===== config.mk =====
export PLATFORM = sky130hd
export DESIGN_NAME = elem_alu
export DESIGN_NICKNAME = d
export VERILOG_FILES = /design/src/logic/npu_pkg.sv /design/src/logic/elem_alu.sv
export SDC_FILE = /design/constraint.sdc
export NUM_CORES = 2
export LEC_CHECK = 0
export ABC_AREA = 1
export BUFFER_PORTS_ARGS = -buffer_cell sky130_fd_sc_hd__buf_2
export CAP_MARGIN = 20
export CELL_PAD_IN_SITES_DETAIL_PLACEMENT = 0
export CELL_PAD_IN_SITES_GLOBAL_PLACEMENT = 1
export CORE_MARGIN = 2
export CORE_UTILIZATION = 35
export CTS_BUF_LIST = sky130_fd_sc_hd__clkbuf_8
export DETAILED_ROUTE_END_ITERATION = 8
export GPL_TIMING_DRIVEN = 0
export PLACE_DENSITY = 0.73
export SETUP_SLACK_MARGIN = 0.2
export SLEW_MARGIN = 10
export SYNTH_ARGS = -nofsm -noshare
export SYNTH_HDL_FRONTEND = slang
export SYNTH_SLANG_ARGS = --single-unit
export TNS_END_PERCENT = 5

===== constraint.sdc =====
create_clock -name clk -period 26.5 [get_ports clk]
set_input_delay 5.3 -clock clk [delete_from_list [all_inputs] [get_ports clk]]
set_output_delay 5.3 -clock clk [all_outputs]
set_load 0.05 [all_outputs]

===== src/logic/npu_pkg.sv =====
// shared widths, opcodes, instruction and memory port types for the matrix engine; import with npu_pkg::*
package npu_pkg;

	localparam int DATA_WIDTH = 32;	// word width
	localparam int FRAC_WIDTH = 16;	// binary point of Q16.16

	typedef logic signed [DATA_WIDTH-1:0] data_t;
	typedef logic [31:0] addr_t;	// word address
	typedef logic [8:0] dim_t;	// row or column count

	typedef enum logic [3:0]
	{
		OP_ADD   = 4'd0,
		OP_ADDI  = 4'd1,
		OP_SUB   = 4'd2,
		OP_SUBI  = 4'd3,
		OP_MULTI = 4'd5,
		OP_DOT   = 4'd6,
		OP_RELU  = 4'd10
	} opcode_t;

	typedef enum logic {PH_A, PH_B} phase_t;	// which operand the reads belong to

	//////////////////////////////////////////////////////////////////////
	// instruction word, MSB first
	typedef struct packed {
		logic [3:0] op;
		addr_t src1;
		logic [31:0] src2_imm;	// $2 address or immediate
		addr_t dst;
		dim_t m;
		dim_t n;
		logic [9:0] rsvd;
	} npu_inst_t;

	// latched instruction fields used while executing
	typedef struct packed {
		opcode_t op;
		data_t imm;
		addr_t dst;
		dim_t n;
	} npu_cmd_t;

	typedef struct packed {
		logic req;
		addr_t addr;
	} mem_rd_t;

	typedef struct packed {
		logic req;
		addr_t addr;
		data_t data;
	} mem_wr_t;

	//////////////////////////////////////////////////////////////////////
	// Q16.16 product, low fraction bits dropped
	function automatic data_t fx_mul(input data_t a, input data_t b);
		logic signed [2*DATA_WIDTH-1:0] prod;
		prod = a * b;
		return prod[DATA_WIDTH+FRAC_WIDTH-1:FRAC_WIDTH];
	endfunction

	function automatic logic is_supported(input logic [3:0] op);
		return op inside {OP_ADD, OP_ADDI, OP_SUB, OP_SUBI, OP_MULTI, OP_DOT, OP_RELU};
	endfunction

	function automatic logic is_two_op(input logic [3:0] op);
		return op inside {OP_ADD, OP_SUB, OP_DOT};	// these also read $2
	endfunction

endpackage

===== src/logic/elem_alu.sv =====
`timescale 1ns/100ps
// element arithmetic, buffers $1 words or combines read data into one registered result
module elem_alu import npu_pkg::*; (
	input  logic     clk,
	input  logic     rst_n,
	input  npu_cmd_t cmd,
	input  phase_t   phase,
	input  data_t    rd_data,
	input  logic     rd_data_valid,
	output logic     buf_push,
	output data_t    buf_din,
	output logic     buf_pop,
	input  data_t    buf_head,
	output data_t    result,
	output logic     result_valid
);

	logic two_op;
	data_t comb;

	assign two_op = is_two_op(cmd.op);
	assign buf_push = rd_data_valid && two_op && (phase == PH_A);
	assign buf_pop = rd_data_valid && two_op && (phase == PH_B);
	assign buf_din = rd_data;

	// $1 from the row buffer, $2 straight from memory
	always_comb
	begin
		case (cmd.op)
			OP_ADD:   comb = buf_head + rd_data;
			OP_SUB:   comb = buf_head - rd_data;
			OP_DOT:   comb = fx_mul(buf_head, rd_data);
			OP_ADDI:  comb = rd_data + cmd.imm;
			OP_SUBI:  comb = rd_data - cmd.imm;
			OP_MULTI: comb = fx_mul(rd_data, cmd.imm);
			OP_RELU:  comb = rd_data[DATA_WIDTH-1] ? '0 : rd_data;	// clamp negatives
			default:  comb = rd_data;
		endcase
	end

	always_ff @(posedge clk)
	begin
		if (rd_data_valid)
			result <= comb;
	end

	always_ff @(posedge clk)
	begin
		if (!rst_n)
			result_valid <= 1'b0;
		else
			result_valid <= rd_data_valid && !buf_push;	// no result while filling
	end

endmodule


==> Yosys cells after proc, flatten, opt, wreduce, memory -nomap -nowiden <==
Index checks and enable logic that the tools add are counted.
{ "classes": {"mux": 2, "n_addsub": 4, "reduce_logical": 7, "n_mul": 2, "n_eq_ne": 6, "bitwise_logic": 1} }
{ "op_table": {"columns": ["cell", "n"], "rows": [
  ["32-bit case mux with 7 select lines", 1],
  ["32-bit by 32-bit multiplier with 48-bit output", 2],
  ["32-bit adder", 2],
  ["32-bit subtractor", 2],
  ["31-bit two-way mux", 1],
  ["4-bit by 2-bit == test with 1-bit output, second input constant", 2],
  ["4-bit by 3-bit == test with 1-bit output, second input constant", 2],
  ["4-bit by 1-bit == test with 1-bit output, second input constant", 1],
  ["4-bit == test, second input constant", 1],
  ["1-bit logical AND", 4],
  ["4-bit zero test", 1],
  ["3-bit nonzero test", 1],
  ["1-bit zero test", 1],
  ["1-bit NOT", 1]
]} }
{ "totals": {"output_inout_bits": 67, "in_bits": 145, "elab_cells": 24, "reg_bits": 33} }

==> Depth between registers and ports, before layout <==
{ "depth": {"depth_word": 6, "ltp_mapped": 35} }

==> Worst setup path before layout <==
No wires, ideal clock.
{ "synth_timing": {"path_type": "input to output", "start": "input cmd[74] (netlist bit)", "end": "output buf_push", "slack_ns": 13.833, "cell_stages": 6, "n_path_buf": 0, "arrival_time_ns": 7.367, "cell_sequence": "inv_2 -> nor2_2 -> inv_2 -> nor3_2 -> nor2_1 -> nor4_1"} }
{ "synth_via": {"elab_chain_cells": 4, "elab_cells_between_ends": 6, "classes_between": "eq/ne (2); reduce/logical (4)"} }
{ "synth_rtl": {"columns": ["element", "line_no", "rtl"], "rows": [
  ["from (decl)", "elem_alu.sv:6", "input npu_cmd_t cmd,"],
  ["4-bit by 2-bit == test with 1-bit output, or another cell as far along", "npu_pkg.sv:68", "return op inside {OP_ADD, OP_SUB, OP_DOT};"],
  ["3-bit nonzero test *", "npu_pkg.sv:68", null],
  ["1-bit logical AND * (2 in a row)", "elem_alu.sv:22", "assign buf_push = rd_data_valid && two_op && (phase == PH_A);"],
  ["to (decl)", "elem_alu.sv:10", "output logic buf_push,"]
]} }
Mark *: on every way between the ends. The rest lies on a longest branch, timed or not.

==> Worst setup path after layout <==
{ "layout_timing": {"start": "input rd_data[31]", "end": "register result[30] (data pin)"} }
{ "layout_via": {"elab_chain_cells": 2, "elab_cells_between_ends": 4, "classes_between": "mul (2); mux (2)"} }
{ "layout_rtl": {"columns": ["element", "line_no", "rtl"], "rows": [
  ["from (decl)", "elem_alu.sv:8", "input data_t rd_data,"],
  ["32-bit by 32-bit multiplier with 48-bit output / 31-bit two-way mux (equally long branches)", "npu_pkg.sv:59, elem_alu.sv:36", null],
  ["32-bit case mux with 7 select lines *", "elem_alu.sv:29", "case (cmd.op)"],
  ["named net comb[30]", "elem_alu.sv:19", "data_t comb;"],
  ["to (signal assigned)", "elem_alu.sv:44", "result <= comb;"],
  ["to (decl)", "elem_alu.sv:14", "output data_t result,"]
]} }
Mark *: on every way through the listed nets, which the timed path passes. The rest lies on a longest branch.
A chain may end at the register's enable or synchronous reset.

==> reports/metrics.csv <==
stage;metric;value;unit
status;status;completed;
global_route;first-pass GRT wire length;509800;um
clocking;clock root cell;clkbuf_8;
yosys;register bit total from synthesis;33;
layout;multi-input logic area;55470;um^2
global_route;vias in the first global route;64724;
placed_design;# port buffers;148;
layout;share of cells above drive strength 1;4.345;%
sta;Final Hold Viols;0;
sta;RSZ-0062 raised after global routing;no;
layout;Sequential Area;980.9;um^2
routing;vias per cell;5.275;
layout;Filler cells;21101;
layout;Final #Nets;11649;
clocking;hold buffer count at CTS;0;
yosys;sequential fraction of the synthesis area;1.427;%
die;die height;447.2;um
yosys;FFs w/ async S/R, synth;0;%
sta;fin crit share;59.15;%
worst_hold_path;Hold WC Path Type;input port to flop;
yosys;syn_nets;11430;
global_route;largest net degree at the start of global routing;34;
sta;Final TNS setup;0;ps
sta;final setup vio count;0;
routing;DRC;0;
sta;Fmax;63.79;MHz
clocking;cts bufs inserted;5;
die;Die ar.;200000;um^2
placed_design;post-DP HPWL;320000;um
die;Starting Density;35.25;%
die;core box area;195000;um^2
yosys;Yosys top cell by area;fa_1;
worst_setup_path;critical-path maximum fanout;11;
die;# IOs;212;
layout;Synth-to-Final Area Change;7.583;%
yosys;top_reg_cell synth;edfxtp_1;
routing;Post-Route WL;372100;um
routing;via count;63660;
clocking;clk sink count;33;
routing;initial drt markers;7657;
yosys;synthesized area per cell;7.476;um^2
sta;Final Max Slew Viols;0;
global_route;global-route usage over all layers;37.38;%
global_route;initial antenna violation count;49;
worst_setup_path;Critical Path RT;26580;ps
worst_setup_path;critical path class;input port to flop;
worst_setup_path;Worst setup EP type;flop;
yosys;largest cells by area after synthesis;fa_1 (49%), inv_1 (15%), nand2_1 (13%), ha_1 (7.5%), a21oi_1 (2.1%);
sta;max_slew headroom;11.77;%
run;max-capacitance violation count;0;
die;Die W;447.2;um
sta;min cycle time layout;15680;ps
layout;commonest cells after routing, fill and taps aside;inv_1 (2730), nand2_1 (2430), fa_1 (1678);
clocking;htree depth;2;
routing;average wire per cell in the routed design;30.83;um
worst_setup_path;CP Launch Type;input port;
routing;Pre-Repair DR Iteration Count;6;
yosys;synth unique cells;64;
sta;Tightest Pin Transition;1323;ps
layout;commonest non-fill, non-tap cell in the layout;inv_1;
clocking;clk buf depth;2;
clocking;Reg clk slew, reported paths;100;ps
yosys;post-synth top area share;48.87;%
yosys;EDFF count, synth;32;
yosys;cells after synthesis;9194;
global_route;global route total overflow;0;
clocking;PostCTS Resize Cnt;0;
worst_setup_path;CP arrival;15760;ps
clocking;CTS tree;yes;
clocking;number of setup buffers added after CTS;0;
yosys;Syn Std Cell Area;68740;um^2
placed_design;GPL Wtd Cong;1.033;
die;row cnt;162;
yosys;YS warnings;0;
routing;post-route ant nets;0;
-- per-layer routing --
layer	global-route usage [%]	part of all wire, %	vias up
met3	9.092	11	935
met1	46.97	38	32389
met4	26.97	9.0	20
li1	-	-	26568
met5	0	0.035	-
met2	56.08	43	3748
-- stage by stage --
stage | setup WS [ps] | area [um^2] | std cells | utilization [%] | hold WS, ps
2_1_floorplan | 13830 | 68740 | 9194 | - | 5398
3_3_place_gp | 9199 | 72760 | 11966 | 37.31 | 5487
3_5_place_dp | 10860 | 73700 | 12026 | 37.80 | 5495
4_1_cts | 11230 | 73820 | 12034 | 37.86 | 5136
5_1_grt | 10690 | 73890 | 12045 | 37.89 | 5148
6_report | 10820 | 73950 | 12069 | 37.92 | 5142
-- worst paths after layout --
path	cells past startpoint	slack, ps	from	end
setup / recovery	26	10820	rd_data[31]	result[30]$_DFFE_PP_
hold / removal	3	5140	rst_n	result_valid$_SDFF_PN0_
-- worst max-delay path, stage by stage --
cell and delay (ps):
buf_2 310, buf_2 670, buf_1 890, nand2_1 220
inv_1 190, fa_1 460, fa_1 490, fa_1 800
inv_1 430, fa_1 610, inv_1 60, fa_1 490
inv_1 60, fa_1 530, inv_1 50, fa_1 620
fa_1 470, ha_1 510, a21oi_1 1010, o31ai_1 150
a211oi_1 360, nand4_1 140, nand3_1 450, o21ai_0 190
nor2_1 130, nand3_1 130
-- cell families after synthesis --
group           after synthesis  synth area share [%]
buf+inv                    3219                 17.88
xor+xnor                     57                0.7263
flops                        33                 1.427
simple gates               3145                 18.38
fa+ha+maj                  2091                 56.39
compound gates              649                 5.199
-- sequential cells by signal (all words and copies together), names as in the netlist --
signal and flops:
result_valid 1, result 32
-- synth_stat cells (all sizes together) (12+ instances only) --
cell,count
inv,2743
nand2,2434
fa,1678
ha,413
nor2,328
a21oi,290
clkbuf,278
o21ai,241
nand3,211
buf,195
nor3,54
nand4,49
edfxtp,32
xor2,30
nand3b,27
xnor2,27
o21bai,23
nor4,20
a31oi,16
or2,16
o21a,12
-- final cells by class --
cell class / count / area share (%)
clock buffer: 5 / 0.09306
tap: 2624 / 4.440
inverter: 2746 / 13.94
buffer: 473 / 2.771
antenna: 31 / 0.1049
clock inverter: 3 / 0.06260
timing repair buffer: 212 / 2.249
multi-input combinational: 5942 / 75.01
sequential: 33 / 1.326
Power is left out: the tool's default activity adds up to more than one toggle a clock period on the data nets, which glitch-free logic cannot reach.
