### config.mk
export PLATFORM = sky130hd
export DESIGN_NAME = npu_sequencer
export DESIGN_NICKNAME = d
export VERILOG_FILES = /design/src/logic/npu_pkg.sv /design/src/logic/npu_sequencer.sv
export SDC_FILE = /design/constraint.sdc
export NUM_CORES = 1
export LEC_CHECK = 0
export ABC_AREA = 1
export BUFFER_PORTS_ARGS = -buffer_cell sky130_fd_sc_hd__buf_2
export CAP_MARGIN = 15
export CORE_ASPECT_RATIO = 0.7
export CORE_MARGIN = 2
export CORE_UTILIZATION = 54
export CTS_BUF_LIST = sky130_fd_sc_hd__clkbuf_4 sky130_fd_sc_hd__clkbuf_8 sky130_fd_sc_hd__clkbuf_16
export DETAILED_ROUTE_END_ITERATION = 8
export PLACE_DENSITY = 0.77
export SLEW_MARGIN = 20
export SYNTH_ARGS = -nofsm -noshare
export SYNTH_HDL_FRONTEND = slang
export SYNTH_SLANG_ARGS = --single-unit
### constraint.sdc
create_clock -name clk -period 7.58 [get_ports clk]
set_clock_uncertainty 0.1 [all_clocks]
set_input_delay 2.274 -clock clk [delete_from_list [all_inputs] [get_ports clk]]
set_output_delay 2.274 -clock clk [all_outputs]
set_load 0.03 [all_outputs]
### src/logic/npu_pkg.sv
// shared widths, opcodes, instruction and memory port types for the matrix engine; import with npu_pkg::*
package npu_pkg;

	localparam int DATA_WIDTH = 32;	// word width
	localparam int FRAC_WIDTH = 16;	// binary point of Q16.16

	typedef logic signed [DATA_WIDTH-1:0] data_t;
	typedef logic [31:0] addr_t;	// word address
	typedef logic [8:0] dim_t;	// row or column count

	typedef enum logic [3:0]
	{
		OP_ADD   = 4'd0,
		OP_ADDI  = 4'd1,
		OP_SUB   = 4'd2,
		OP_SUBI  = 4'd3,
		OP_MULTI = 4'd5,
		OP_DOT   = 4'd6,
		OP_RELU  = 4'd10
	} opcode_t;

	typedef enum logic {PH_A, PH_B} phase_t;	// which operand the reads belong to

	//////////////////////////////////////////////////////////////////////
	// instruction word, MSB first
	typedef struct packed {
		logic [3:0] op;
		addr_t src1;
		logic [31:0] src2_imm;	// $2 address or immediate
		addr_t dst;
		dim_t m;
		dim_t n;
		logic [9:0] rsvd;
	} npu_inst_t;

	// latched instruction fields used while executing
	typedef struct packed {
		opcode_t op;
		data_t imm;
		addr_t dst;
		dim_t n;
	} npu_cmd_t;

	typedef struct packed {
		logic req;
		addr_t addr;
	} mem_rd_t;

	typedef struct packed {
		logic req;
		addr_t addr;
		data_t data;
	} mem_wr_t;

	//////////////////////////////////////////////////////////////////////
	// Q16.16 product, low fraction bits dropped
	function automatic data_t fx_mul(input data_t a, input data_t b);
		logic signed [2*DATA_WIDTH-1:0] prod;
		prod = a * b;
		return prod[DATA_WIDTH+FRAC_WIDTH-1:FRAC_WIDTH];
	endfunction

	function automatic logic is_supported(input logic [3:0] op);
		return op inside {OP_ADD, OP_ADDI, OP_SUB, OP_SUBI, OP_MULTI, OP_DOT, OP_RELU};
	endfunction

	function automatic logic is_two_op(input logic [3:0] op);
		return op inside {OP_ADD, OP_SUB, OP_DOT};	// these also read $2
	endfunction

endpackage
### src/logic/npu_sequencer.sv
`timescale 1ns/100ps
// instruction control FSM, walks the rows of $1 and $2 and issues the memory reads
module npu_sequencer import npu_pkg::*; #(
	parameter int ROW_DEPTH_LOG2 = 9
) (
	input  logic                    clk,
	input  logic                    rst_n,
	input  npu_inst_t               inst,
	input  logic                    inst_en,
	output logic                    inst_ready,
	output data_t                   inst_time,
	output mem_rd_t                 rd,
	input  logic                    rd_ready,
	input  logic [ROW_DEPTH_LOG2:0] row_count,
	input  logic                    row_done,
	output npu_cmd_t                cmd,
	output phase_t                  phase,
	output logic                    start
);

	typedef enum logic [2:0] {IDLE, READ_A, WAIT_A, READ_B, DRAIN} state_t;
	typedef logic [ROW_DEPTH_LOG2:0] cnt_t;

	state_t state;
	dim_t m_r;
	dim_t row;	// current row
	dim_t col;	// reads issued in this row
	addr_t a_ptr;	// next $1 address
	addr_t b_ptr;	// next $2 address
	logic accept;
	logic last_col;

	assign accept = inst_en && inst_ready;
	assign last_col = (col == cmd.n - 1'b1);

	// addresses run on past each row, so row r starts at base + r*n
	assign rd = '{req: (state == READ_A || state == READ_B),
		addr: (state == READ_B) ? b_ptr : a_ptr};

	always_ff @(posedge clk)
	begin
		if (accept)
		begin
			cmd.op <= opcode_t'(inst.op);
			cmd.imm <= inst.src2_imm;
			cmd.dst <= inst.dst;
			cmd.n <= inst.n;
			m_r <= inst.m;
		end
	end

	//////////////////////////////////////////////////////////////////////
	// row sequencing
	always_ff @(posedge clk)
	begin
		if (!rst_n)
		begin
			state <= IDLE;
			inst_ready <= 1'b1;
			start <= 1'b0;
			phase <= PH_A;
			row <= '0;
			col <= '0;
		end
		else
		begin
			start <= accept;
			case (state)
				IDLE:
				begin
					if (accept)
					begin
						inst_ready <= 1'b0;
						row <= '0;
						col <= '0;
						phase <= PH_A;
						a_ptr <= inst.src1;
						b_ptr <= inst.src2_imm;
						// other opcodes stay here, ready again next cycle
						if (is_supported(inst.op) && inst.m != '0 && inst.n != '0)
							state <= READ_A;
					end
					else
						inst_ready <= 1'b1;
				end
				READ_A:
				begin
					if (rd_ready)
					begin
						a_ptr <= a_ptr + 1'b1;
						col <= last_col ? '0 : col + 1'b1;
						if (last_col && is_two_op(cmd.op))
							state <= WAIT_A;
						else if (last_col)
							state <= DRAIN;
					end
				end
				WAIT_A:
				begin
					if (row_count >= cnt_t'(cmd.n))	// whole $1 row buffered
					begin
						phase <= PH_B;
						state <= READ_B;
					end
				end
				READ_B:
				begin
					if (rd_ready)
					begin
						b_ptr <= b_ptr + 1'b1;
						col <= last_col ? '0 : col + 1'b1;
						if (last_col)
							state <= DRAIN;
					end
				end
				DRAIN:
				begin
					if (row_done)
					begin
						if (row == m_r - 1'b1)
						begin
							inst_ready <= 1'b1;
							state <= IDLE;
						end
						else
						begin
							row <= row + 1'b1;
							phase <= PH_A;
							state <= READ_A;
						end
					end
				end
				default: state <= IDLE;
			endcase
		end
	end

	// execution time, cycles spent busy
	always_ff @(posedge clk)
	begin
		if (accept)
			inst_time <= '0;
		else if (!inst_ready)
			inst_time <= inst_time + 1'b1;
	end

endmodule

* Word level (Yosys, flattened, before mapping)
Cells that the tools add are included.
** Word-level totals
- Input bits :: 143
- Flip-flop bits (word level) :: 206
** Operators by class
- Equal/unequal tests :: 23
- $add $sub $neg :: 7
- Multiplexer cells :: 33
- Reduce and logical (&&, ||, !) cells :: 25
- Order comparisons :: 1
** Operators by type and width (count)
- 32-bit two-way mux :: 5
- 32-bit one-hot mux with 2 select lines :: 2
- 32-bit by 1-bit adder with 32-bit output (second input constant) :: 3
- 9-bit two-way mux :: 5
- 9-bit one-hot mux with 2 select lines :: 2
- 3-bit two-way mux :: 8
- 9-bit by 1-bit adder with 9-bit output (second input constant) :: 2
- 9-bit equality test :: 2
- 9-bit nonzero test :: 2
- 9-bit by 1-bit subtractor with 9-bit output (second input constant) :: 2
- 2-bit inequality test (second input constant) :: 8
- 3-bit one-hot mux with 5 select lines :: 1
- 4-bit by 2-bit equality test with 1-bit output (second input constant) :: 3
- 4-bit by 3-bit equality test with 1-bit output (second input constant) :: 3
- 4-bit AND reduction :: 3
- 10-bit by 9-bit >= comparator with 1-bit output :: 1
- 4-bit zero test :: 2
- 1-bit two-way mux :: 8
- 2-bit nonzero test :: 4
- 7-bit nonzero test :: 1
- 3-bit by 2-bit equality test with 1-bit output (second input constant) :: 2
- 3-bit AND reduction :: 2
- 6-bit AND reduction :: 1
- 3-bit nonzero test :: 2
- 12 further kinds :: 15

* Longest topological paths before layout
Gate-level depths: netlist of run 1.
- Depth after elaboration :: 7
- Mapped depth :: 16
- Mapped depth without buffers :: 16

* Worst setup path before layout of run 1
Ideal clock, no wire load.
- Path type :: input port to flip-flop
- Start :: in rst_n
- End :: reg a_ptr[0], enable pin
- Buffers on the path :: 1
- Cell stages on the path :: 3
- Data arrival time :: 5664 ps
- Setup slack :: 1315 ps
- Path through :: clkbuf_1 -> nand2_1 -> nor4_1
** On the way
- Word-level cells in the longest chain between the ends :: 1
** RTL lines
- start: declaration :: line npu_sequencer.sv:7 : input logic rst_n,
- 4-bit AND reduction (no line)
- end signal: assignment :: line npu_sequencer.sv:77 : a_ptr <= inst.src1;
- end signal: assignment :: line npu_sequencer.sv:90 : a_ptr <= a_ptr + 1'b1;
- end: declaration :: line npu_sequencer.sv:28 : addr_t a_ptr;
Every way passes these cells.
A chain may end at the register's enable or synchronous reset.

==> results of run 1 <==
metal layers:
metal  vias to the layer above  GRT usage [%]
met4                         0           5.93
met5                         -              0
li1                       4875              -
met2                       482           38.8
met1                      4426           40.0
met3                        45           5.84
sequential cells by signal (all words and copies together), names as in the netlist:
signal	count
a_ptr	32
b_ptr	32
phase	1
state	3
start	1
cmd	77
m_r	9
row	9
inst_ready	1
col	9
inst_time	32
logic make-up (layout without fill, tap and decap cells):
| logic type | after synthesis | after routing | share of synthesized area [%] |
|---|---|---|---|
| simple gates | 660 | 660 | 27.7 |
| flops | 206 | 206 | 51.2 |
| other cells | 0 | 1 | 0 |
| buf+inv | 190 | 483 | 6.59 |
| fa+ha+maj | 16 | 16 | 1.82 |
| compound gates | 163 | 163 | 8.35 |
| xor+xnor | 52 | 52 | 4.27 |
power breakdown:
group / switching, uW / leakage, uW / total [uW] / internal, uW
sequential: 55.3 / 0.00188 / 1360 / 1300
clock: 422 / 0.000333 / 1030 / 608
combinational: 314 / 0.00358 / 446 / 132
total: 792 / 0.00579 / 2830 / 2040
final cells by class:
| class | count | area (sq um) |
|---|---|---|
| multi-input combinational | 891 | 4650 |
| clock inverter | 7 | 83.8 |
| timing repair buffer | 283 | 1430 |
| fill | 1670 | 6520 |
| tap | 270 | 338 |
| clock buffer | 29 | 586 |
| antenna | 1 | 2.50 |
| inverter | 164 | 618 |
| sequential | 206 | 5630 |
synth_stat cells, drive strengths merged (8+ instances only):
master,instances
xor2,37
nor2,151
nand4,32
nand2,342
o21ai,80
inv,163
edfxtp,150
a211oi,8
nand3,75
dfxtp,56
ha,16
o211ai,14
a21oi,43
xnor2,14
clkbuf,19
nor4,9
nor3,43
worst max-delay path, cell delays in order (launching register included):
cell and delay [ns]:
dfxtp_1 0.39, nor2_2 0.27, inv_2 0.11, nor2_4 0.08, buf_4 0.49, inv_2 0.20, buf_4 0.38, nor2_1 0.34
o21bai_1 0.16, buf_2 0.23
stage by stage:
step / util, % / power (uW) / instances / hold WS, ns
2_1_floorplan: - / 1670 / 1287 / 0.358
3_3_place_gp: 63.8 / 1810 / 1814 / 0.368
3_5_place_dp: 63.8 / 1820 / 1814 / 0.374
4_1_cts: 67.2 / 2850 / 1850 / 0.388
5_1_grt: 67.2 / 2940 / 1850 / 0.428
6_report: 67.2 / 2830 / 1851 / 0.385
final timing paths:
kind                              start                    endpoint  slack [ns]  cells past startpoint
min          inst_time[20]$_SDFFE_PP0N_  inst_time[20]$_SDFFE_PP0N_        0.39                      2
min reg2reg  inst_time[20]$_SDFFE_PP0N_  inst_time[20]$_SDFFE_PP0N_        0.39                      2
max               state[2]$_SDFFE_PN0P_                      rd[21]        2.03                      9
max reg2reg     inst_ready$_SDFFE_PN1P_     inst_ready$_SDFFE_PN1P_        4.46                      6
==> metrics list, run 1 <==
- Static power due to leakage: 0.00579 uW
- The placed instances occupy a cell area of 12,700 sq um.
- The synthesized netlist occupies a cell area of approximately 11,000 sq um.
- For this run, the number of Yosys warnings is 0.
- The initial utilization of the core area, before any placement, comes to 55.3%.
- In the post-route analysis, the smallest setup slack over all paths is 2.03 ns.
- Synthesized instance count: 1,287
* Number of maximum-capacitance constraint violations: 0
* Path category of the worst min-delay check: flip-flop to flip-flop
- Peak supply drop: 0.129 mV
- DRT met1 WL: roughly 13 mm
* Area leader, netlist: edfxtp_1
* Outcome: finished, final reports clean
* Average cell area after synthesis: 8.53 sq um
- Row Count: 43
* Actual transition at the worst max-transition pin: 1.05 ns
* Number of search-and-repair iterations in the first detailed-routing pass: 5
- TritonCTS built the clock tree.
- Worst path required time: approximately 5.2 ns
* Number of max-slew violations in the final report: 0
- Summed over all nets, wire length on met3 after detailed routing comes to 3.22 mm.
- Slew Limit Headroom: approximately 30%
- After global routing the overflow that remains totals 0.
* Final Hold Vio Count: 0
- Power Dens Cells: 212 nW/um^2
- Die height: 123 um
- The count of buffers added on input and output ports is 277.
* Top cells by area in the synthesized netlist: edfxtp_1, nand2_1, dfxtp_1, inv_1, nor2_1
- The final layout contains 1,726 nets.
* CTS buffer count: 21
- Area of the die: between 20,000 and 25,000 sq um
* Count of nets left with antenna violations after detail routing: 0
- Routed wire length per instance: 15.9 um
* Global routing usage summed across all routing layers: 26.4%
- Sequential-to-total area share from yosys stat: 51.2%
* Final WL: between 20 and 30 mm
- Worst Path Class, Setup: flip-flop to output port
- Largest net degree at the start of global routing: 65
- The cell sitting at the root of the clock tree is a clkbuf_16.
- Hold-fix buffers at CTS: 0
- Compared with the post-synthesis result, the final layout area differs by 21.5%.
- Maximum clock insertion buffer count: 3
- Depth of the CTS H-tree: 1
* Number of enable flip-flop cells after synthesis: 150
* Detail Placement HPWL: 22.2 mm
- After layout, the worst path uses 73.2% of the clock period.
- STA classifies the critical path startpoint as a flip-flop.
- Clock-pin slew was measured on the worst setup and hold paths at 0.06 ns.
- For this run, design rule violations remaining after detail routing come to 0.
- Upper clock frequency limit: 180 MHz
- Count of final setup violators: 0
* Setup TNS: 0 ns
* Routability cong.: between 0.9 and 1
* Share of final-layout standard cells stronger than drive strength 1: about a quarter
* Post-CTS setup-driven buffer insertion count: 0
* Most used cells in the layout excluding fill and tap cells: nand2_1, buf_2, inv_1
- For the worst-skew pair, the clock arrives at the later sink with an insertion delay of ~0.5 ns.
- CP arrival: roughly 3.2 ns
- Via-per-instance ratio: 5.31
- I/O pin count: between 200 and 300
* Most frequent standard cell in the layout excluding fill and tap cells: nand2_1
- Worst setup slack after placement: about 2.6 ns
- The die is around 170 um wide.
- STA classifies the critical path endpoint as an output port.
- Number of global-route vias before repair: a little under 9,000
* Crit Path Max Fanout: between 60 and 70
- Counting I/O delays and the setup requirement, the final critical path takes about 5.5 ns.
* Setup repair after global routing missed its margin: false
- Met2 routed WL: about 12 mm
- Number of vias after detailed routing: a little under 10,000
- Number of gates resized after CTS: 0
- The number of antenna violations at the first check in global routing came to 2.
* Fraction of synthesis flops using an asynchronous set or reset pin: 0%
- Flip-flop cell with the highest count after synthesis: edfxtp_1
- After the first detailed-routing iteration, the DRC count stood at between 800 and 900.
* Global-route wire length before repair: 44.8 mm
* Highest signal layer in the routed design: met4
* #FFs+latches synth: 206
- The number of nets handed over by synthesis was 1,446.
* Sinks on Clock Net: 206
- Of the post-synthesis cell area, the dominant cell type holds between 40% and 50%.
- Core region area: 19,900 sq um
- Final instance area: 13,300 sq um
- Synthesis instantiated 51 different standard cells from the library.
(Power assumes the default switching activity.)
==> run 2, diff against run 1 <==
--- a/config.mk
+++ b/config.mk
@@ -10,10 +10,10 @@
 export CAP_MARGIN = 15
 export CORE_ASPECT_RATIO = 0.7
 export CORE_MARGIN = 2
-export CORE_UTILIZATION = 54
+export CORE_UTILIZATION = 48
 export CTS_BUF_LIST = sky130_fd_sc_hd__clkbuf_4 sky130_fd_sc_hd__clkbuf_8 sky130_fd_sc_hd__clkbuf_16
 export DETAILED_ROUTE_END_ITERATION = 8
-export PLACE_DENSITY = 0.77
+export PLACE_DENSITY = 0.73
 export SLEW_MARGIN = 20
 export SYNTH_ARGS = -nofsm -noshare
 export SYNTH_HDL_FRONTEND = slang
==> constraint.sdc (replaced) <==
create_clock -name clk -period 4.85 [get_ports clk]
set_clock_uncertainty 0.1 [all_clocks]
set_input_delay 1.455 -clock clk [delete_from_list [all_inputs] [get_ports clk]]
set_output_delay 1.455 -clock clk [all_outputs]
set_load 0.03 [all_outputs]
==> run 2 against run 1 <==
  * Combinational power up 58%
  * Critical path type unchanged
  * Final cell count rose by 2.6%
  * Sequential power increased by 55%
  * First-iteration DRC count up 0.79%
  * Routed wire length up 1.5%
  * Flip-flop and latch count unchanged
==> metrics list, run 2 (synthesized netlist as in run 1, its figures left out) <==
- Outcome: finished, final reports clean
- Setup total negative slack on the finished layout was measured at 0 ns.
- Peak supply drop: 0.206 mV
- The post-route netlist has 24.8% of its cells at a drive strength greater than 1.
- Most frequent standard cell in the layout excluding fill and tap cells: nand2_1
- Net switching is 28.0% of the power.
* Core region area: 22,600 sq um
- Actual transition at the worst max-transition pin: 0.784 ns
- Walking the worst path, the cells encountered are nor2_2 -> inv_2 -> nor2_4 -> buf_4 -> nand2_1 -> o21ai_0 -> buf_2.
- The die covers 24,100 sq um.
* Static power due to leakage: 0.00586 uW
* Post-CTS setup-driven buffer insertion count: 0
* Slew Limit Headroom: 47.3%
- Clock-pin slew was measured on the worst setup and hold paths at 0.05 ns.
* Overflow after GRT: 0
- Via-per-instance ratio: roughly 5.2
- Register containing the most flip-flops in the final layout: cmd
* Routed wire length per instance: 15.8 um
* Routability cong.: 0.929
* Detail Placement HPWL: approximately 23 mm
* Crit Path Max Fanout: 61
* Count of nets left with antenna violations after detail routing: 0
- At the later pin of the worst-skew pair, clock insertion delay measures 0.51 ns.
- The internal portion of the total power is 3300 uW.
* Buffer cell driving the clock tree root: clkbuf_16
* Number of max-slew violations in the final report: 0
* Critical path launch point type: flip-flop
- I/O pin count: 288
- The final route contains 9,810 vias.
- Row generation in the floorplan step produced 46 rows.
- Initial standard-cell utilization of the core: 48.7%
* Largest net degree at the start of global routing: between 60 and 70
* DRC violation total after the first TritonRoute iteration: around 900
- Compared with the post-synthesis result, the final layout area differs by 23.1%.
- The critical path is of the flip-flop to output port type.
* CP max stage delay: 0.49 ns
- The number of clock buffers added by TritonCTS is 23.
* Part of the total power dissipated in sequential elements: approximately 46%
* Hold-fix buffers at CTS: 0
- Clock tree from TritonCTS: done
* Antenna violations before repair: 3
- The clock network is responsible for 38.5% of the overall power.
- The worst path needs around 4.2 ns of the cycle, external delays included.
- The first global-routing pass estimated 46.2 mm of wire.
* Number of maximum-capacitance constraint violations: 0
- Number of gates resized after CTS: 0
* Post-layout nets: 1,731
- Global routing usage summed across all routing layers: 24.2%
* Depth of the CTS H-tree: 1
- The count of buffers added on input and output ports is roughly 280.
- Number of search-and-repair iterations in the first detailed-routing pass: 5
- In this run the worst hold path is classified as flip-flop to flip-flop.
* Part of the power in combinational logic: 15.4%
- Worst path required time: 3.29 ns
- Most used cells in the layout excluding fill and tap cells: nand2_1, buf_2, inv_1
* Die X: between 150 and 200 um
- Final WL: 29.9 mm
* Upper clock frequency limit: 240 MHz
* Net switching power figure: 1280 uW
- After detailed routing, the number of remaining DRC violations is 0.
- Power Dens Cells: 339 nW/um^2
* Critical path endpoint category: output port
- CTS saw 206 sinks.
- Data arrives at the worst endpoint at 2.61 ns.
- The worst path uses 85.9% of the clock period.
* Maximum clock insertion buffer count: 3
- Die height: 131 um
- The final-report hold violation count came to 0.
* Cell with the largest stage delay on the worst path: buf_4
- Number of global-route vias before repair: 8,907
* Flip-flop count of the largest register, all copies and words added: 77
* Count of final setup violators: 0
* Number of standard cells in the final layout excluding fillers: approximately 1,900
- Including well taps, the total number of placed cells is 1,859.
- Util after Layout: 59.9%
- Setup repair after global routing left no endpoint under its margin.
-- run 2: changes by cell type in the layout (fill, tap and decap cells not counted) --
cell,previous run,this run
clkinv_1,4,2
buf_4,6,8
clkbuf_4,8,5
bufinv_16,2,3
nor4_4,0,1
clkbuf_16,21,23
clkinv_2,1,6
nor4_2,2,1
buf_12,0,1
inv_2,11,12
-- run 2: metrics by stage --
| stage | power, uW | cell area, sq um | setup slack, ns | hold slack, ns |
|---|---|---|---|---|
| floorplan | 2600 | 11000 | 0.0477 | 0.358 |
| detailed placement | 2850 | 12800 | 1.21 | 0.352 |
| CTS | 4610 | 13500 | 0.658 | 0.362 |
| global route | 4760 | 13500 | 0.471 | 0.389 |
| finish | 4580 | 13500 | 0.684 | 0.361 |
| global placement | 2840 | 12800 | 1.23 | 0.347 |
-- run 2: final timing paths --
check,from,endpoint,slack [ns],cells past startpoint
max,state[2]$_SDFFE_PN0P_,rd[14],0.68,7
min,phase$_SDFFE_PN0P_,phase$_SDFFE_PN0P_,0.36,2
max reg2reg,cmd[0]$_DFFE_PP_,col[2]$_SDFFE_PN0P_,2.01,13
min reg2reg,phase$_SDFFE_PN0P_,phase$_SDFFE_PN0P_,0.36,2
-- run 2: critical path, delay by kind of cell (launching register included) --
kind | cells | cell delay (ns)
AOI/OAI and AO/OA | 1 | 0.19
buffers and inverters | 3 | 0.85
and+or+nand+nor | 3 | 0.67
DFF | 1 | 0.40
-- run 2: final cells by class --
cell class,instances,area (sq um)
antenna,1,2.50
clock buffer,28,613
clock inverter,12,135
fill,2038,9050
inverter,164,618
multi-input combinational,891,4660
sequential,206,5630
tap,312,390
timing repair buffer,286,1470
-- run 2: routing by layer --
layer | up-vias | global-route usage [%] | wire length, um
li1 | 4874 | - | -
met4 | 2 | 6.02 | 531
met2 | 390 | 34.6 | 12200
met5 | - | 0 | 13
met3 | 46 | 4.52 | 2660
met1 | 4498 | 37.6 | 14600
-- run 2: power by group through the flow --
stage	Sequential [uW]	Clock, uW	Combinational (uW)
after global routing	2130	1850	776
after global placement	2150	0	690
final	2110	1760	705
after floorplan	2240	0	362
after CTS	2110	1790	706
after detailed placement	2150	0	703
==> run 3, diff against run 2 <==
--- a/config.mk
+++ b/config.mk
@@ -6,15 +6,17 @@
 export NUM_CORES = 1
 export LEC_CHECK = 0
 export ABC_AREA = 1
-export BUFFER_PORTS_ARGS = -buffer_cell sky130_fd_sc_hd__buf_2
 export CAP_MARGIN = 15
 export CORE_ASPECT_RATIO = 0.7
 export CORE_MARGIN = 2
-export CORE_UTILIZATION = 48
+export CORE_UTILIZATION = 58
 export CTS_BUF_LIST = sky130_fd_sc_hd__clkbuf_4 sky130_fd_sc_hd__clkbuf_8 sky130_fd_sc_hd__clkbuf_16
+export CTS_CLUSTER_DIAMETER = 150
 export DETAILED_ROUTE_END_ITERATION = 8
-export PLACE_DENSITY = 0.73
+export DONT_BUFFER_PORTS = 1
+export PLACE_DENSITY = 0.72
 export SLEW_MARGIN = 20
 export SYNTH_ARGS = -nofsm -noshare
 export SYNTH_HDL_FRONTEND = slang
 export SYNTH_SLANG_ARGS = --single-unit
+export TNS_END_PERCENT = 10
==> run 3 against run 2 <==
  * Non-clock buffer count down 264
  * Global-route usage up 3.7 points
  * Sequential share of layout area up 4.8 points
  * Die area down 17%
  * Utilization up 4.8 points
  * Setup slack worse by 0.11 ns
  * Maximum frequency down 2.5%
  * Routed wire length down 5.5%
  * Final area down 10%
==> metrics list, run 3 (synthesized netlist as in run 1, its figures left out) <==
- The worst hold path belongs to the class flip-flop to flip-flop.
* Global routing usage summed across all routing layers: between 20% and 30%
- Row generation in the floorplan step produced 42 rows.
- The area growth from synthesis to layout is 10.3%.
* Number of vias after detailed routing: 8,894
- Actual transition at the worst max-transition pin: between 1 and 1.5 ns
* Final WL: 28.3 mm
- For this design the total switching power over the nets is 1230 uW.
- The layout has ~1,600 filler cells.
- Flip-flop count of the largest register, all copies and words added: 77
- For this run the aggregate overflow at the end of global routing stands at 0.
- After the last flow step, the layout net total stands at 1,465.
- Across all hold checks on the routed design, the worst slack comes to 0.399 ns.
* CP arrival: 2.72 ns
* Post-route DRC: 0
* Power Dens Cells: 359 nW/um^2
- Slew Limit Headroom: 24.4%
- Summed over all cells, the static leakage comes to 0.00474 uW.
- The clock period could shrink to 4.27 ns.
* Routed wire length per instance: 18.1 um
* Most frequent standard cell in the layout excluding fill and tap cells: nand2_1
- Register containing the most flip-flops in the final layout: cmd
- Cell with the largest stage delay on the worst path: dfxtp_1
- Buffers added to address setup during post-CTS repair amount to 0.
- The final critical path takes up 88.1% of the cycle.
- Global-route wire length before repair: 43.8 mm
* Core region area: 18,700 sq um
* Via-per-instance ratio: 5.68
* Setup repair after global routing missed its margin: false
- The final-report hold violation count was 0.
* Cell internal pwr: ~3100 uW
- In this run the tool buffered the top-level ports with 0 buffer cells.
- The number of antenna violations at the first check in global routing came to 2.
- Area of the die: 20,100 sq um
* Setup TNS: 0 ns
- Buffer cell driving the clock tree root: clkbuf_16
- Outcome: finished, final reports clean
* Routability cong.: 0.899
* Number of maximum-capacitance constraint violations: 0
- In the final layout, the share of cells above drive strength 1 is 9.61%.
* Number of max-slew violations in the final report: 0
* Switching Fraction: 28.3%
- Peak supply drop: around 0.24 mV
- In this run the worst path has a maximum fanout of 39.
* Number of search-and-repair iterations in the first detailed-routing pass: 5
- Setup violations remaining at the end of the flow were counted as 0.
- After clock tree synthesis, the clock-pin slew on the worst setup and hold paths is roughly 0.070 ns.
- Latest clock arrival within the worst-skew pair: a little over 0.5 ns
- For this design, the sink count on the clock tree is approximately 200.
- In the layout the commonest cells are nand2_1, inv_1, edfxtp_1.
- The worst setup path is captured at an output port.
- Counting along the longest clock path gives a buffer depth of 3.
* Worst Path Class, Setup: flip-flop to output port
- Cells along the critical path: inv_1 -> nor2_4 -> inv_2 -> nor2_1 -> o21bai_1 -> buf_4
* Part of the power in combinational logic: 11.0%
* Clock Power Share: 37.5%
* Number of global-route vias before repair: 7,938
- I/O pin count: 288
- Hold-fix buffers at CTS: 0
- Of the total power, registers draw 51.4%.
- In this run, post-CTS repair resized a total of 0 instances.
* Largest net degree at the start of global routing: 67
- For this run, the slowest stage of the critical path takes 0.56 ns.
- CTS buffer count: 21
- Initial standard-cell utilization of the core: 58.7%
- TritonCTS built the clock tree.
- Count of nets left with antenna violations after detail routing: 0
- Critical path launch point type: flip-flop
- In this run the horizontal extent of the chip is 168 um.
- CTS built an H-tree with a depth of 1.
* DRC violation total after the first TritonRoute iteration: 851
- Summed over all nets, the half-perimeter wirelength after detailed placement is approximately 22 mm.
* Worst path required time: 3.29 ns
- For this run, the top clock speed supported by timing is 234 MHz.
* Die height: 119 um
run 3: worst max-delay path, delay by kind of cell, from the launching register on:
kind	cells	cell delay, ns
AO/OA/AOI/OAI	1	0.16
buffers and inverters	3	0.73
AND/OR/NAND/NOR	2	0.75
flip-flops	1	0.56
run 3: worst paths after layout:
check                                              from                  end  slack (ns)  depth (start not counted)
worst min-delay path                col[8]$_SDFFE_PN0P_  col[8]$_SDFFE_PN0P_        0.40                          2
worst max-delay path              state[1]$_SDFFE_PN0P_               rd[21]        0.58                          6
worst max register to register  inst_ready$_SDFFE_PN1P_  b_ptr[29]$_DFFE_PP_        1.71                          5
worst min register to register      col[8]$_SDFFE_PN0P_  col[8]$_SDFFE_PN0P_        0.40                          2
run 3: per-layer routing:
metal  GRT usage (%)  routed length [um]
met2            40.4               11800
met4            6.90                 542
met1            41.0               12700
met3            8.47                3200
met5               0                   0
run 3: power by group through the flow:
| stage | sequential (uW) | combinational, uW | clock [uW] |
|---|---|---|---|
| 4_1_cts | 2230 | 477 | 1650 |
| 3_5_place_dp | 2270 | 474 | 0 |
| 3_3_place_gp | 2270 | 464 | 0 |
| 2_1_floorplan | 2240 | 362 | 0 |
| 5_1_grt | 2250 | 537 | 1730 |
| 6_report | 2240 | 479 | 1630 |
run 3: stage by stage:
step | area (sq um) | instances | power [uW] | util [%] | setup WS (ns)
2_1_floorplan | 11000 | 1287 | 2600 | - | 0.0477
3_3_place_gp | 11400 | 1525 | 2730 | 61.0 | 1.13
3_5_place_dp | 11400 | 1525 | 2740 | 61.0 | 1.14
4_1_cts | 12100 | 1563 | 4370 | 64.7 | 0.578
5_1_grt | 12100 | 1564 | 4510 | 64.7 | 0.405
6_report | 12100 | 1565 | 4350 | 64.7 | 0.576
run 3: cell type report:
class / instances / area [sq um] / share of cell area, %
clock inverters: 13 / 133 / 1.10
clock buffers: 25 / 562 / 4.64
flip-flops and latches: 206 / 5630 / 46.5
diodes: 2 / 5.00 / 0.0413
well taps: 242 / 303 / 2.50
repair buffers: 22 / 203 / 1.67
multi-input cells: 891 / 4660 / 38.5
inverters: 164 / 618 / 5.10
